===== src/hw/gfx_defines.svh =====
`ifndef GFX_DEFINES_SVH
`define GFX_DEFINES_SVH

////////////////////////////////////////////////////////////
// field widths
////////////////////////////////////////////////////////////

`define GFX_X_W         10      // pixel column, up to 1024 across
`define GFX_Y_W         9       // row, up to 512 down
`define GFX_ADDR_W      18      // sram word address, two pixels per word
`define GFX_WORD_W      16      // cpu bus and register width
`define GFX_COLOUR_W    8       // palette index held per pixel
`define GFX_PAL_ADDR_W  6       // 64 palette entries
`define GFX_RGB_W       24      // 00RRGGBB minus the top byte
`define GFX_OFFSET_W    7       // word offset, byte address bits 7:1

// register word offsets
`define REG_CMD         7'd0
`define REG_X1          7'd1
`define REG_Y1          7'd2
`define REG_X2          7'd3
`define REG_Y2          7'd4
`define REG_COLOUR      7'd7

// command codes written to REG_CMD
`define CMD_HLINE       16'h0001
`define CMD_VLINE       16'h0002
`define CMD_PUTPIXEL    16'h000A
`define CMD_GETPIXEL    16'h000B
`define CMD_PALETTE     16'h0010

// reset values, everything else comes up as zero
`define RST_X2          16'h0400    // full width, 1024
`define RST_Y2          16'h0200    // full height, 512
`define RST_COLOUR      16'h0004    // palette entry 4

`endif


===== src/hw/gfxPkg.sv =====
`default_nettype none
`include "gfx_defines.svh"

package gfxPkg;

	////////////////////////////////////////////////////////////
	// plain vectors with a meaning
	////////////////////////////////////////////////////////////

	typedef logic [`GFX_WORD_W-1:0]     word_t;     // one register or bus word
	typedef logic [`GFX_X_W-1:0]        pixX_t;     // pixel column
	typedef logic [`GFX_Y_W-1:0]        pixY_t;     // pixel row
	typedef logic [`GFX_ADDR_W-1:0]     sramAddr_t; // {row, column 9:1}
	typedef logic [`GFX_COLOUR_W-1:0]   colour_t;   // palette index
	typedef logic [`GFX_PAL_ADDR_W-1:0] palAddr_t;
	typedef logic [`GFX_RGB_W-1:0]      rgb_t;

	// draw engine states
	typedef enum logic [3:0] {
		sIdle,
		sDispatch,      // decode the command register
		sPutPixel,
		sGetPixel,      // read request goes out here
		sGetWait,       // sram latching the address
		sGetLatch,      // read pixel valid, colour latch loads
		sHLine,
		sVLine,
		sPalette        // hold until vertical sync
	} gfxState_t;

	////////////////////////////////////////////////////////////
	// bundles
	////////////////////////////////////////////////////////////

	// 68000 style bus, strobes active low
	typedef struct packed {
		word_t address;
		word_t writeData;
		logic  csN;
		logic  asN;
		logic  udsN;    // upper byte lane
		logic  ldsN;    // lower byte lane
		logic  rw;      // 1 = read
	} cpuBus_t;

	typedef struct packed {
		word_t x1;
		word_t y1;
		word_t x2;
		word_t y2;
		word_t colour;
		word_t command;
	} drawRegs_t;

	// one pixel access, write and read are single cycle strobes
	typedef struct packed {
		logic    write;
		logic    read;
		pixX_t   x;
		pixY_t   y;
		colour_t colour;
	} pixelReq_t;

	typedef struct packed {
		sramAddr_t addr;
		word_t     wdata;
		logic      udsN;
		logic      ldsN;
		logic      rw;
	} sramReq_t;

	typedef struct packed {
		logic     we;
		palAddr_t addr;
		rgb_t     rgb;
	} palWrite_t;

endpackage

`default_nettype wire


===== src/hw/gfxRegFile.sv =====
`timescale 1ns/1ps
`default_nettype none
`include "gfx_defines.svh"

module gfxRegFile (
	input  wire logic              Clk,
	input  wire logic              rstN,
	input  wire gfxPkg::cpuBus_t   bus,
	input  wire logic              done,       // sequencer back in idle
	input  wire gfxPkg::colour_t   readPixel,
	input  wire logic              readValid,
	output gfxPkg::drawRegs_t      regs,
	output logic                   start,
	output gfxPkg::word_t          readData
);

	logic [`GFX_OFFSET_W-1:0] offset;
	logic pageHit;                  // address inside our 256 byte window
	logic wrSel;
	logic rdSel;
	logic commandPending;           // command written, not yet started
	logic idle;                     // status bit 0
	gfxPkg::colour_t colourLatch;   // last pixel read back

	// merge the enabled byte lanes of a bus write into a register
	function automatic gfxPkg::word_t laneMerge(
		input gfxPkg::word_t oldVal,
		input gfxPkg::word_t newVal,
		input logic          udsN,
		input logic          ldsN
	);
		gfxPkg::word_t res;
		res = oldVal;
		if (!udsN)
			res[15:8] = newVal[15:8];
		if (!ldsN)
			res[7:0] = newVal[7:0];
		return res;
	endfunction

	////////////////////////////////////////////////////////////
	// address decode
	////////////////////////////////////////////////////////////

	assign offset  = bus.address[7:1];  // registers sit on word boundaries
	assign pageHit = (bus.address[15:8] == 8'h00);
	assign wrSel   = !bus.csN && !bus.asN && !bus.rw && pageHit;
	assign rdSel   = !bus.csN && !bus.asN && bus.rw && pageHit;

	// byte lane register writes, repeated each cycle the strobe is held
	always_ff @(posedge Clk or negedge rstN) begin
		if (!rstN) begin
			regs <= '{
				x1:      '0,
				y1:      '0,
				x2:      `RST_X2,
				y2:      `RST_Y2,
				colour:  `RST_COLOUR,
				command: '0
			};
		end else if (wrSel) begin
			case (offset)
				`REG_CMD:    regs.command <= laneMerge(regs.command, bus.writeData,
				                                       bus.udsN, bus.ldsN);
				`REG_X1:     regs.x1 <= laneMerge(regs.x1, bus.writeData, bus.udsN, bus.ldsN);
				`REG_Y1:     regs.y1 <= laneMerge(regs.y1, bus.writeData, bus.udsN, bus.ldsN);
				`REG_X2:     regs.x2 <= laneMerge(regs.x2, bus.writeData, bus.udsN, bus.ldsN);
				`REG_Y2:     regs.y2 <= laneMerge(regs.y2, bus.writeData, bus.udsN, bus.ldsN);
				`REG_COLOUR: regs.colour <= laneMerge(regs.colour, bus.writeData,
				                                      bus.udsN, bus.ldsN);
				default:     ;  // unmapped offsets ignored
			endcase
		end
	end

	////////////////////////////////////////////////////////////
	// command handshake and status
	////////////////////////////////////////////////////////////

	// wait for AS to go high so the command write has fully landed
	assign start = commandPending && idle && bus.asN;

	always_ff @(posedge Clk or negedge rstN) begin
		if (!rstN)
			commandPending <= 1'b0;
		else if (wrSel && offset == `REG_CMD)
			commandPending <= 1'b1;
		else if (start)
			commandPending <= 1'b0;     // consumed by the sequencer
	end

	always_ff @(posedge Clk or negedge rstN) begin
		if (!rstN)
			idle <= 1'b1;
		else if (start)
			idle <= 1'b0;               // busy from the first engine cycle
		else if (done)
			idle <= 1'b1;
	end

	always_ff @(posedge Clk) begin
		if (readValid)
			colourLatch <= readPixel;   // get pixel result
	end

	// read back, zero when not selected
	always_comb begin
		readData = '0;
		if (rdSel) begin
			case (offset)
				`REG_CMD:    readData = {{(`GFX_WORD_W-1){1'b0}}, idle};
				`REG_COLOUR: readData = {{(`GFX_WORD_W-`GFX_COLOUR_W){1'b0}}, colourLatch};
				default:     readData = '0;
			endcase
		end
	end

endmodule

`default_nettype wire


===== src/hw/drawSequencer.sv =====
`timescale 1ns/1ps
`default_nettype none
`include "gfx_defines.svh"

module drawSequencer (
	input  wire logic              Clk,
	input  wire logic              rstN,
	input  wire gfxPkg::drawRegs_t regs,
	input  wire logic              start,
	input  wire logic              vsyncN,
	output gfxPkg::pixelReq_t      pixReq,
	output gfxPkg::palWrite_t      pal,
	output logic                   done
);

	gfxPkg::gfxState_t state;
	gfxPkg::gfxState_t nextState;
	gfxPkg::pixX_t colCnt;      // current column of a span
	gfxPkg::pixY_t rowCnt;      // current row of a span
	gfxPkg::pixX_t xEnd;        // last column, max(x1, x2)
	gfxPkg::pixY_t yEnd;        // last row, max(y1, y2)
	logic palWe;
	gfxPkg::palAddr_t palAddr;
	gfxPkg::rgb_t palRgb;

	// a reversed span collapses to the single start point
	assign xEnd = (regs.x2[`GFX_X_W-1:0] > regs.x1[`GFX_X_W-1:0]) ?
	              regs.x2[`GFX_X_W-1:0] : regs.x1[`GFX_X_W-1:0];
	assign yEnd = (regs.y2[`GFX_Y_W-1:0] > regs.y1[`GFX_Y_W-1:0]) ?
	              regs.y2[`GFX_Y_W-1:0] : regs.y1[`GFX_Y_W-1:0];

	////////////////////////////////////////////////////////////
	// state machine
	////////////////////////////////////////////////////////////

	always_ff @(posedge Clk or negedge rstN) begin
		if (!rstN)
			state <= gfxPkg::sIdle;
		else
			state <= nextState;
	end

	always_comb begin
		nextState = gfxPkg::sIdle;  // most states finish in one cycle
		case (state)
			gfxPkg::sIdle:
				nextState = start ? gfxPkg::sDispatch : gfxPkg::sIdle;
			gfxPkg::sDispatch: begin
				case (regs.command)
					`CMD_HLINE:    nextState = gfxPkg::sHLine;
					`CMD_VLINE:    nextState = gfxPkg::sVLine;
					`CMD_PUTPIXEL: nextState = gfxPkg::sPutPixel;
					`CMD_GETPIXEL: nextState = gfxPkg::sGetPixel;
					`CMD_PALETTE:  nextState = gfxPkg::sPalette;
					default:       nextState = gfxPkg::sIdle;  // unknown, drop it
				endcase
			end
			gfxPkg::sPutPixel: nextState = gfxPkg::sIdle;
			gfxPkg::sGetPixel: nextState = gfxPkg::sGetWait;
			gfxPkg::sGetWait:  nextState = gfxPkg::sGetLatch;
			gfxPkg::sGetLatch: nextState = gfxPkg::sIdle;
			gfxPkg::sHLine:
				nextState = (colCnt >= xEnd) ? gfxPkg::sIdle : gfxPkg::sHLine;
			gfxPkg::sVLine:
				nextState = (rowCnt >= yEnd) ? gfxPkg::sIdle : gfxPkg::sVLine;
			gfxPkg::sPalette:
				// only touch the palette during blanking to avoid flicker
				nextState = !vsyncN ? gfxPkg::sIdle : gfxPkg::sPalette;
			default: nextState = gfxPkg::sIdle;
		endcase
	end

	// last cycle of any command
	assign done = (state != gfxPkg::sIdle) && (nextState == gfxPkg::sIdle);

	////////////////////////////////////////////////////////////
	// span counters
	////////////////////////////////////////////////////////////

	// loaded at dispatch so single pixel commands use them too
	always_ff @(posedge Clk or negedge rstN) begin
		if (!rstN) begin
			colCnt <= '0;
			rowCnt <= '0;
		end else begin
			if (state == gfxPkg::sDispatch) begin
				colCnt <= regs.x1[`GFX_X_W-1:0];
				rowCnt <= regs.y1[`GFX_Y_W-1:0];
			end
			if (state == gfxPkg::sHLine)
				colCnt <= colCnt + 1'b1;    // one pixel per clock
			if (state == gfxPkg::sVLine)
				rowCnt <= rowCnt + 1'b1;
		end
	end

	// pixel strobes with the current coordinates
	always_comb begin
		pixReq.write  = (state == gfxPkg::sPutPixel) || (state == gfxPkg::sHLine) ||
		                (state == gfxPkg::sVLine);
		pixReq.read   = (state == gfxPkg::sGetPixel);
		pixReq.x      = colCnt;     // stays at x1 for a vertical line
		pixReq.y      = rowCnt;     // stays at y1 for a horizontal line
		pixReq.colour = regs.colour[`GFX_COLOUR_W-1:0];
	end

	////////////////////////////////////////////////////////////
	// palette write port
	////////////////////////////////////////////////////////////

	always_ff @(posedge Clk or negedge rstN) begin
		if (!rstN)
			palWe <= 1'b0;
		else
			palWe <= (state == gfxPkg::sPalette) && !vsyncN;   // single pulse
	end

	always_ff @(posedge Clk) begin
		palAddr <= regs.colour[`GFX_PAL_ADDR_W-1:0];
		palRgb  <= {regs.x1[7:0], regs.y1};     // RR from x1, GGBB from y1
	end

	assign pal = '{we: palWe, addr: palAddr, rgb: palRgb};

endmodule

`default_nettype wire


===== src/hw/frameBufferPort.sv =====
`timescale 1ns/1ps
`default_nettype none

module frameBufferPort (
	input  wire logic              Clk,
	input  wire logic              rstN,
	input  wire gfxPkg::pixelReq_t pixReq,
	input  wire gfxPkg::word_t     sramData,
	output gfxPkg::sramReq_t       sram,
	output gfxPkg::colour_t        readPixel,
	output logic                   readValid
);

	gfxPkg::sramReq_t sramNext;
	logic rdValid1;     // read sitting in the sram output register
	logic rdOdd1;       // x bit 0 of that read
	logic rdOdd2;       // x bit 0 lined up with sramData

	////////////////////////////////////////////////////////////
	// request to sram word
	////////////////////////////////////////////////////////////

	always_comb begin
		sramNext.addr  = {pixReq.y, pixReq.x[9:1]};        // two pixels per word
		sramNext.wdata = {pixReq.colour, pixReq.colour};   // lane strobe picks the byte
		sramNext.udsN  = 1'b1;
		sramNext.ldsN  = 1'b1;
		sramNext.rw    = 1'b1;
		if (pixReq.write) begin
			sramNext.udsN = pixReq.x[0];    // even pixel in the upper byte
			sramNext.ldsN = !pixReq.x[0];
			sramNext.rw   = 1'b0;
		end else if (pixReq.read) begin
			sramNext.udsN = 1'b0;           // fetch the whole word
			sramNext.ldsN = 1'b0;
		end
	end

	always_ff @(posedge Clk or negedge rstN) begin
		if (!rstN)
			sram <= '{addr: '0, wdata: '0, udsN: 1'b1, ldsN: 1'b1, rw: 1'b1};
		else
			sram <= sramNext;
	end

	////////////////////////////////////////////////////////////
	// read return pipe
	////////////////////////////////////////////////////////////

	// one stage per sram register, so back to back reads are fine
	always_ff @(posedge Clk or negedge rstN) begin
		if (!rstN) begin
			rdValid1  <= 1'b0;
			readValid <= 1'b0;
		end else begin
			rdValid1  <= pixReq.read && !pixReq.write;
			readValid <= rdValid1;
		end
	end

	always_ff @(posedge Clk) begin
		rdOdd1 <= pixReq.x[0];
		rdOdd2 <= rdOdd1;
	end

	assign readPixel = rdOdd2 ? sramData[7:0] : sramData[15:8];

endmodule

`default_nettype wire


===== src/hw/graphicsController.sv =====
`timescale 1ns/1ps
`default_nettype none

module graphicsController (
	input  wire logic            Clk,
	input  wire logic            rstN,
	input  wire gfxPkg::cpuBus_t bus,
	input  wire logic            vsyncN,    // low during vertical blanking
	input  wire gfxPkg::word_t   sramData,
	output gfxPkg::word_t        readData,
	output gfxPkg::sramReq_t     sram,
	output gfxPkg::palWrite_t    pal
);

	gfxPkg::drawRegs_t regs;
	logic start;
	logic done;
	gfxPkg::pixelReq_t pixReq;
	gfxPkg::colour_t readPixel;
	logic readValid;

	// cpu side registers and status
	gfxRegFile regFileI (
		.Clk       (Clk),
		.rstN      (rstN),
		.bus       (bus),
		.done      (done),
		.readPixel (readPixel),
		.readValid (readValid),
		.regs      (regs),
		.start     (start),
		.readData  (readData)
	);

	// command engine
	drawSequencer seqI (
		.Clk    (Clk),
		.rstN   (rstN),
		.regs   (regs),
		.start  (start),
		.vsyncN (vsyncN),
		.pixReq (pixReq),
		.pal    (pal),
		.done   (done)
	);

	// frame buffer memory side
	frameBufferPort fbPortI (
		.Clk       (Clk),
		.rstN      (rstN),
		.pixReq    (pixReq),
		.sramData  (sramData),
		.sram      (sram),
		.readPixel (readPixel),
		.readValid (readValid)
	);

endmodule

`default_nettype wire


===== config.mk =====
export PLATFORM = sky130hd
export DESIGN_NAME = graphicsController
export DESIGN_NICKNAME = d
export VERILOG_FILES = /design/src/hw/gfxPkg.sv /design/src/hw/gfxRegFile.sv /design/src/hw/drawSequencer.sv /design/src/hw/frameBufferPort.sv /design/src/hw/graphicsController.sv
export VERILOG_INCLUDE_DIRS = /design/src /design/src/hw
export SDC_FILE = /design/constraint.sdc
export NUM_CORES = 1
export LEC_CHECK = 0
export BUFFER_PORTS_ARGS = -buffer_cell sky130_fd_sc_hd__clkbuf_2
export CORE_MARGIN = 1.5
export CORE_UTILIZATION = 55
export CTS_CLUSTER_SIZE = 24
export DETAILED_ROUTE_END_ITERATION = 16
export PLACE_DENSITY = 0.79
export SLEW_MARGIN = 0
export SYNTH_ARGS = -nofsm -noshare
export SYNTH_HDL_FRONTEND = slang
export SYNTH_SLANG_ARGS = --single-unit

===== constraint.sdc =====
create_clock -name Clk -period 3.8 [get_ports Clk]
set_clock_uncertainty 0.2 [all_clocks]
set_input_delay 0 -clock Clk [delete_from_list [all_inputs] [get_ports Clk]]
set_output_delay 0 -clock Clk [all_outputs]
set_load 0.05 [all_outputs]

==> metrics.md, run 1 <==
| Metric | Value |
|---|---|
| Vias | 5271 |
| Clk_lat worst skew | 0.43 ns |
| Fin. max-slew vios | 0 |
| Hpwl dp | 11000 um |
| Yosys reg bits | 166 |
| Maximum fanout along the worst path | 9 |
| FP Rows | 42 |
| Dpl cell area | 0.00811 mm2 |
| GR Util met1 | 30.3% |
| Status | finished clean |
| Worst path required time | 3.96 ns |
| Yosys cell types | 67 |
| DR iter-0 viols | about 270 |
| Initial core utilization | 55.9% |
| Start point of the critical path | regFileI.regs[83] |
| Syn avg cell area | 12.5 um2 |
| Final ANT Viol Nets | 0 |
| Final instance area | 0.00912 mm2 |
| Hold Path Class | in2async |
| Post-Syn Instances | between 500 and 600 |
| Final net count | 863 |
| Share of layout cells above drive strength 1 | 34.1% |
| Largest stage delay, worst path | 0.38 ns |
| WL final | 16000 um |
| CTS Buf Count | 17 |
| PD cells | 385 mW/mm2 |
| All-layer global routing usage | 23.8% |
| Placeable Area | around 0.013 mm2 |
| P_leak | 4.65 nW |
| Setup TNS | 0 ns |
| Cells along the critical path | inv_1, ha_1, a21o_1, a21o_1, a221o_1, a31oi_1, buf_4, mux2i_1, ha_1, a21oi_1, nand2_1, a221oi_1, o21ai_1, a31o_2 |
| Final Setup Violations | 0 |
| Sequential share of the synthesized area | 55.0% |
| Die W | 119 um |
| First-pass GRT wire length | 25900 um |
| EDFF count, synth | 8 |
| Area Overhead vs Synth | 24.2% |
| Crit path max-delay family | compound AO/OA/AOI/OAI gates |
| Root buffer cell | clkbuf_16 |
| Worst EP arrival | ~3.8 ns |
| CTS HTree Levels | 4 |
| Die H | 119 um |
| Relative slew slack | between 40% and 50% |
| VDD IR max | around 0.31 mV |
| Reg-to-Reg Start | regFileI.regs[83] |
| Asr flop ratio synth | 75.9% |
| Clock Sinks | 166 |
| Worst Reg-to-Reg Cells | 14 |
| Gr ovfl total | 0 |
| WP buf/inv | 2 |
| Type of origin of the critical path | flop |
| Largest net degree at the start of global routing | 73 |
| Final min period | 3.64 ns |
| Top FF cell, synth | dfrtp_1 |
| Met3 Use GR | 5.21% |
| ANT cells | 0 |
| Slowest-stage cell, CP | dfrtp_1 |
| RSZ-0062 raised after global routing | no |
| Routability cong. | between 0.8 and 0.9 |
| R2r endpoint | regFileI.idle |
| DRC | 0 |
| CTS tree | built |
| Warnings, synthesis | 0 |
| Flop-to-flop setup slack | 0.16 ns |
| Slew @ Worst Pin | 0.894 ns |
| Clock Tree Buf Depth | 2 |
| CP Capture Type | flop |
| Clock transition at path regs | 0.06 ns |
| Vias per cell | 5.51 |
| Buffers on Ports | 130 |
| Die ar. | about 0.014 mm2 |
| Vias in the first global route | 5190 |
| Final hold violations | 0 |
| GRT Max-Usage Layer | met2 |
| WS Path Type | reg2reg |
| Max cap viols | 0 |
| Post-Syn Area | 0.00734 mm2 |
| GRT met2 Usage | 39.2% |
| Max frequency | 0.275 GHz |
| Initial antenna violation count | 0 |
| Drt wl/cell | 16.8 um |
| Final worst-path cycle share | 95.7% |
| Num ports | 140 |
| Pre-antenna DRT Iters | 4 |
-- metrics by stage --
step	utilization, %	hold slack, ns	worst slack, ns	power [W]	cells
6_report	69.4	0.0312	0.163	0.00351	956
5_1_grt	69.4	0.0788	0.00440	0.00362	956
4_1_cts	69.2	0.0318	0.102	0.00353	955
3_5_place_dp	61.7	-0.0250	0.128	0.00191	880
3_3_place_gp	61.7	-0.0328	0.261	0.00191	880
2_1_floorplan	-	-0.496	0.384	0.00184	596
-- metal layers --
| metal | vias up | wire (um) |
|---|---|---|
| met4 | 0 | 337 |
| met2 | 168 | 8160 |
| li1 | 2460 | - |
| met5 | - | 0 |
| met1 | 2612 | 6720 |
| met3 | 31 | 825 |
-- power by group --
group | internal [W] | switching [W]
clock | 0.000936 | 0.000663
sequential | 0.00177 | 0.000000189
combinational | 0.0000542 | 0.0000787
-- how the worst max path moves through the flow --
stage	end	slack [ns]	cells after the start
after floorplan	regFileI.idle	0.38	14
after global placement	regFileI.idle	0.26	13
after detailed placement	regFileI.idle	0.13	13
after CTS	regFileI.idle	0.10	13
after global routing	regFileI.idle	0.004	14
final	regFileI.idle	0.16	14
-- cell type report --
type	count	area, um2
Timing Repair Buffer	180	1140
Fill cell	956	4020
Sequential cell	166	4040
Tap cell	176	220
Inverter	29	109
Clock inverter	7	45.0
Multi-Input combinational cell	373	3050
Clock buffer	25	515
-- synthesized netlist by cell type (all sizes together), types with 5 or more instances --
master / count / area, um2
nor3: 10 / 55.1
and2: 7 / 43.8
nor4: 8 / 62.6
ha: 40 / 500
nand3: 17 / 85.1
a211oi: 6 / 45.0
nor2: 31 / 231
mux2: 79 / 890
buf: 20 / 151
a21oi: 18 / 93.8
mux2i: 17 / 170
and3: 5 / 31.3
inv: 29 / 109
dfrtp: 121 / 3030
nand2: 37 / 139
o22ai: 5 / 31.3
dfxtp: 32 / 641
clkbuf: 8 / 31.3
dfstp: 5 / 131
o21ai: 15 / 75.1
a221oi: 5 / 43.8
edfxtp: 8 / 240
-- flip-flops by register name (all words and copies together) (netlist names) --
signal                   count
fbPortI.rdOdd1               1
fbPortI.rdOdd2               1
fbPortI.rdValid1             1
fbPortI.readValid            1
fbPortI.sram                29
regFileI.colourLatch         8
regFileI.commandPending      1
regFileI.idle                1
regFileI.regs               69
seqI.colCnt                 10
seqI.palAddr                 6
seqI.palRgb                 24
seqI.palWe                   1
seqI.rowCnt                  9
seqI.state                   4
-- kinds of logic after synthesis --
group,share of synthesized area [%]
other cells,0.0511
simple gates,11.9
xor+xnor,0.477
flops,55.0
fa+ha+maj,6.82
compound gates,7.33
buf+inv,3.97
mux,14.4
-- what timing repair did --
| item | CTS | global route |
|---|---|---|
| endpoints found under the setup margin | 0 | 1 |
| buffers inserted | 0 | 1 |
| hold buffers | 43 | 0 |
| resized for setup | 0 | 3 |
| endpoints found under the hold margin | 152 | 0 |
-- cells in the final DEF, fill, tap and decap left out, types with 6 or more instances in the layout --
| cell | n |
|---|---|
| ha_1 | 40 |
| clkbuf_16 | 17 |
| nand3_1 | 17 |
| clkbuf_8 | 6 |
| and2_1 | 7 |
| a21oi_1 | 17 |
| mux2_2 | 75 |
| conb_1 | 8 |
| buf_4 | 8 |
| nor2_1 | 22 |
| inv_1 | 29 |
| mux2i_1 | 17 |
| nor3_1 | 9 |
| edfxtp_1 | 8 |
| o21ai_0 | 12 |
| dfxtp_1 | 32 |
| nor4_1 | 6 |
| dlygate4sd3_1 | 43 |
| clkbuf_2 | 129 |
| nor2_8 | 6 |
| nand2_1 | 37 |
| a211oi_1 | 6 |
| dfrtp_1 | 121 |
Power figures use the tool's default switching activity.
==> run 2, diff against run 1 <==
Settings changed: CORE_UTILIZATION 55 to 50, PLACE_DENSITY 0.79 to 0.76.
Clock period 3.8 ns to 3.1 ns, I/O delays scaled along.
==> run 2 against run 1 <==
- the run now ends with negative setup slack left
- sequential power rose by 22%
- die area rose by 9.7%
- register-to-register slack got worse by 0.41 ns
- routed wire length rose by 12%
- critical path depth did not move
- via count rose by 4.9%
- count of clock-buffer cells in the layout fell by 8
- first-iteration DRC count rose by 3.8%
- total power rose by 25%
- flip-flop and latch count did not move
- critical path type unchanged
- critical endpoint unchanged
- largest cell class unchanged
- largest power group unchanged
==> metrics.md, run 2 (synthesis results as in run 1) <==
| Metric | Value |
|---|---|
| Dpl cell area | approximately 0.0086 mm2 |
| Worst Reg-to-Reg Cells | 14 |
| Status | finished, violations left |
| Sequential power share | 49.5% |
| Setup TNS | -0.850 ns |
| Maximum fanout along the worst path | 4 |
| Violated checks | negative setup slack |
| Final ANT Viol Nets | 0 |
| Initial core utilization | 50.9% |
| Fraction of power spent switching nets | 21.9% |
| Clock Sinks | 166 |
| ANT cells | 0 |
| Pre-antenna DRT Iters | 7 |
| Post-route worst setup slack | -0.248 ns |
| Placeable Area | around 0.014 mm2 |
| Die ar. | ~0.015 mm2 |
| Relative slew slack | approximately two fifths |
| P_int | 0.00343 W |
| Type of origin of the critical path | flop |
| Max frequency | 0.299 GHz |
| WL final | 17900 um |
| DRC | 0 |
| Slew @ Worst Pin | 0.881 ns |
| Register name with the most flops | regFileI.regs |
| Gr ovfl total | 0 |
| Hold Path Class | in2reg |
| All-layer global routing usage | 24.2% |
| Final Setup Violations | 4 |
| Max reg flops | 69 |
| Commonest non-fill, non-tap cells in the layout | 129 x clkbuf_2, 121 x dfrtp_1, 74 x mux2_2, 68 x buf_4, 43 x dlygate4sd3_1 |
| Num ports | 140 |
| Hold Crit Depth | 5 |
| CTS HTree Levels | 4 |
| Fin. max-slew vios | 0 |
| Share of layout cells above drive strength 1 | about 43% |
| P_leak | 5.07 nW |
| Clock Tree Buf Depth | 2 |
| Area Overhead vs Synth | 34.6% |
| Final worst-path cycle share | 108% |
| Vias per cell | 5.36 |
| CTS tree | built |
| CP Capture Type | flop |
| Vias in the first global route | around 5600 |
| Commonest non-fill, non-tap cell in the layout | clkbuf_2 |
| Final hold violations | 0 |
| Routability cong. | 0.918 |
| Hpwl dp | 12200 um |
| DR iter-0 viols | 276 |
| Clk_lat worst skew | approximately 0.43 ns |
| Worst EP arrival | about 3.5 ns |
| Largest net degree at the start of global routing | 50 |
| Drt wl/cell | 17.4 um |
| Final net count | 930 |
| Die H | approximately 120 um |
| FP Rows | 44 |
| WS Path Type | reg2reg |
| Clock transition at path regs | roughly 0.06 ns |
| Final min period | 3.35 ns |
| PD cells | 445 mW/mm2 |
| VDD IR max | 0.329 mV |
| RSZ-0062 raised after global routing | yes |
| First-pass GRT wire length | 27800 um |
| Final instance area | 0.00988 mm2 |
| Max cap viols | 0 |
| Root buffer cell | clkbuf_16 |
| Die W | 124 um |
| Clock power share | 46.6% |
| CTS Buf Count | 17 |
| Initial antenna violation count | 0 |
| Vias | 5527 |
| Psw | 0.000963 W |
| Final Power | 0.00440 W |
| Top Registers | regFileI.regs (69), fbPortI.sram (29), seqI.palRgb (24) |
| Buffers on Ports | 130 |
| Worst path required time | 3.26 ns |
| Gate power share | 3.9% |
run 2: cell types whose count changed in the layout (fill, tap and decap cells not counted), sizes merged:
cell,delta
clkinv,+4
buf,+67
clkinvlp,-1
inv,+3
clkbuf,-8
bufinv,+2
run 2: power groups by stage:
stage / sequential, W / clock, W / combinational (W)
2_1_floorplan: 0.00222 / 0 / 0.0000408
3_3_place_gp: 0.00222 / 0 / 0.000124
3_5_place_dp: 0.00222 / 0 / 0.000127
4_1_cts: 0.00217 / 0.00209 / 0.000172
5_1_grt: 0.00217 / 0.00218 / 0.000190
6_report: 0.00218 / 0.00205 / 0.000173
run 2: metal layers:
layer	wire length, um	share of wire (%)	track usage (%)	vias up
met4	352	2.0	9.45	0
met1	7170	40	29.1	2708
met5	0	0	0	-
met2	9320	52	41.6	193
met3	1050	5.9	6.09	29
li1	-	-	-	2597
run 2: worst paths after layout:
kind / startpoint / end / slack, ns
setup / recovery: regFileI.regs[33] / regFileI.idle / -0.25
hold / removal: bus[25] / regFileI.regs[39] / 0.04
setup reg to reg: regFileI.regs[33] / regFileI.idle / -0.25
hold reg to reg: fbPortI.rdOdd1 / fbPortI.rdOdd2 / 0.14
max in group asynchronous: rstN / regFileI.regs[82] / 1.80
min in group asynchronous: rstN / fbPortI.sram[0] / 0.49
run 2: cell type report:
| cell class | instances | area (um2) |
|---|---|---|
| multi-input combinational | 373 | 3240 |
| sequential | 166 | 4040 |
| timing repair buffer | 247 | 1680 |
| clock inverter | 15 | 154 |
| fill | 1039 | 4540 |
| inverter | 29 | 109 |
| tap | 184 | 230 |
| clock buffer | 17 | 425 |
run 2: what timing repair did:
item	4_1_cts	5_1_grt
pin swaps	18	18
gates cloned	0	0
hold buffers	44	0
hold endpoints to repair	206	0
buffers inserted	7	7
gates resized for setup	13	20
endpoints found under the setup margin	4	5
run 2: worst max-delay path, stage by stage, from the launching register on:
cell and delay, ns:
dfrtp_1 0.40, ha_1 0.33, nand2b_1 0.08, a211oi_2 0.30
o41ai_4 0.11, a21oi_4 0.23, buf_6 0.14, mux2i_2 0.21
ha_1 0.28, nand2_1 0.09, o21ai_2 0.06, a2111oi_2 0.36
buf_4 0.20, a21oi_2 0.05, a31o_2 0.23
run 2: metrics by stage:
| stage | hold WS (ns) | utilization (%) | setup WS, ns | std cells |
|---|---|---|---|---|
| floorplan | -0.496 | - | -0.216 | 596 |
| global placement | -0.156 | 59.5 | -0.259 | 942 |
| detailed placement | -0.146 | 59.5 | -0.331 | 942 |
| CTS | 0.0347 | 67.4 | -0.219 | 1024 |
| global route | 0.0563 | 68.5 | -0.359 | 1031 |
| finish | 0.0434 | 68.5 | -0.248 | 1031 |
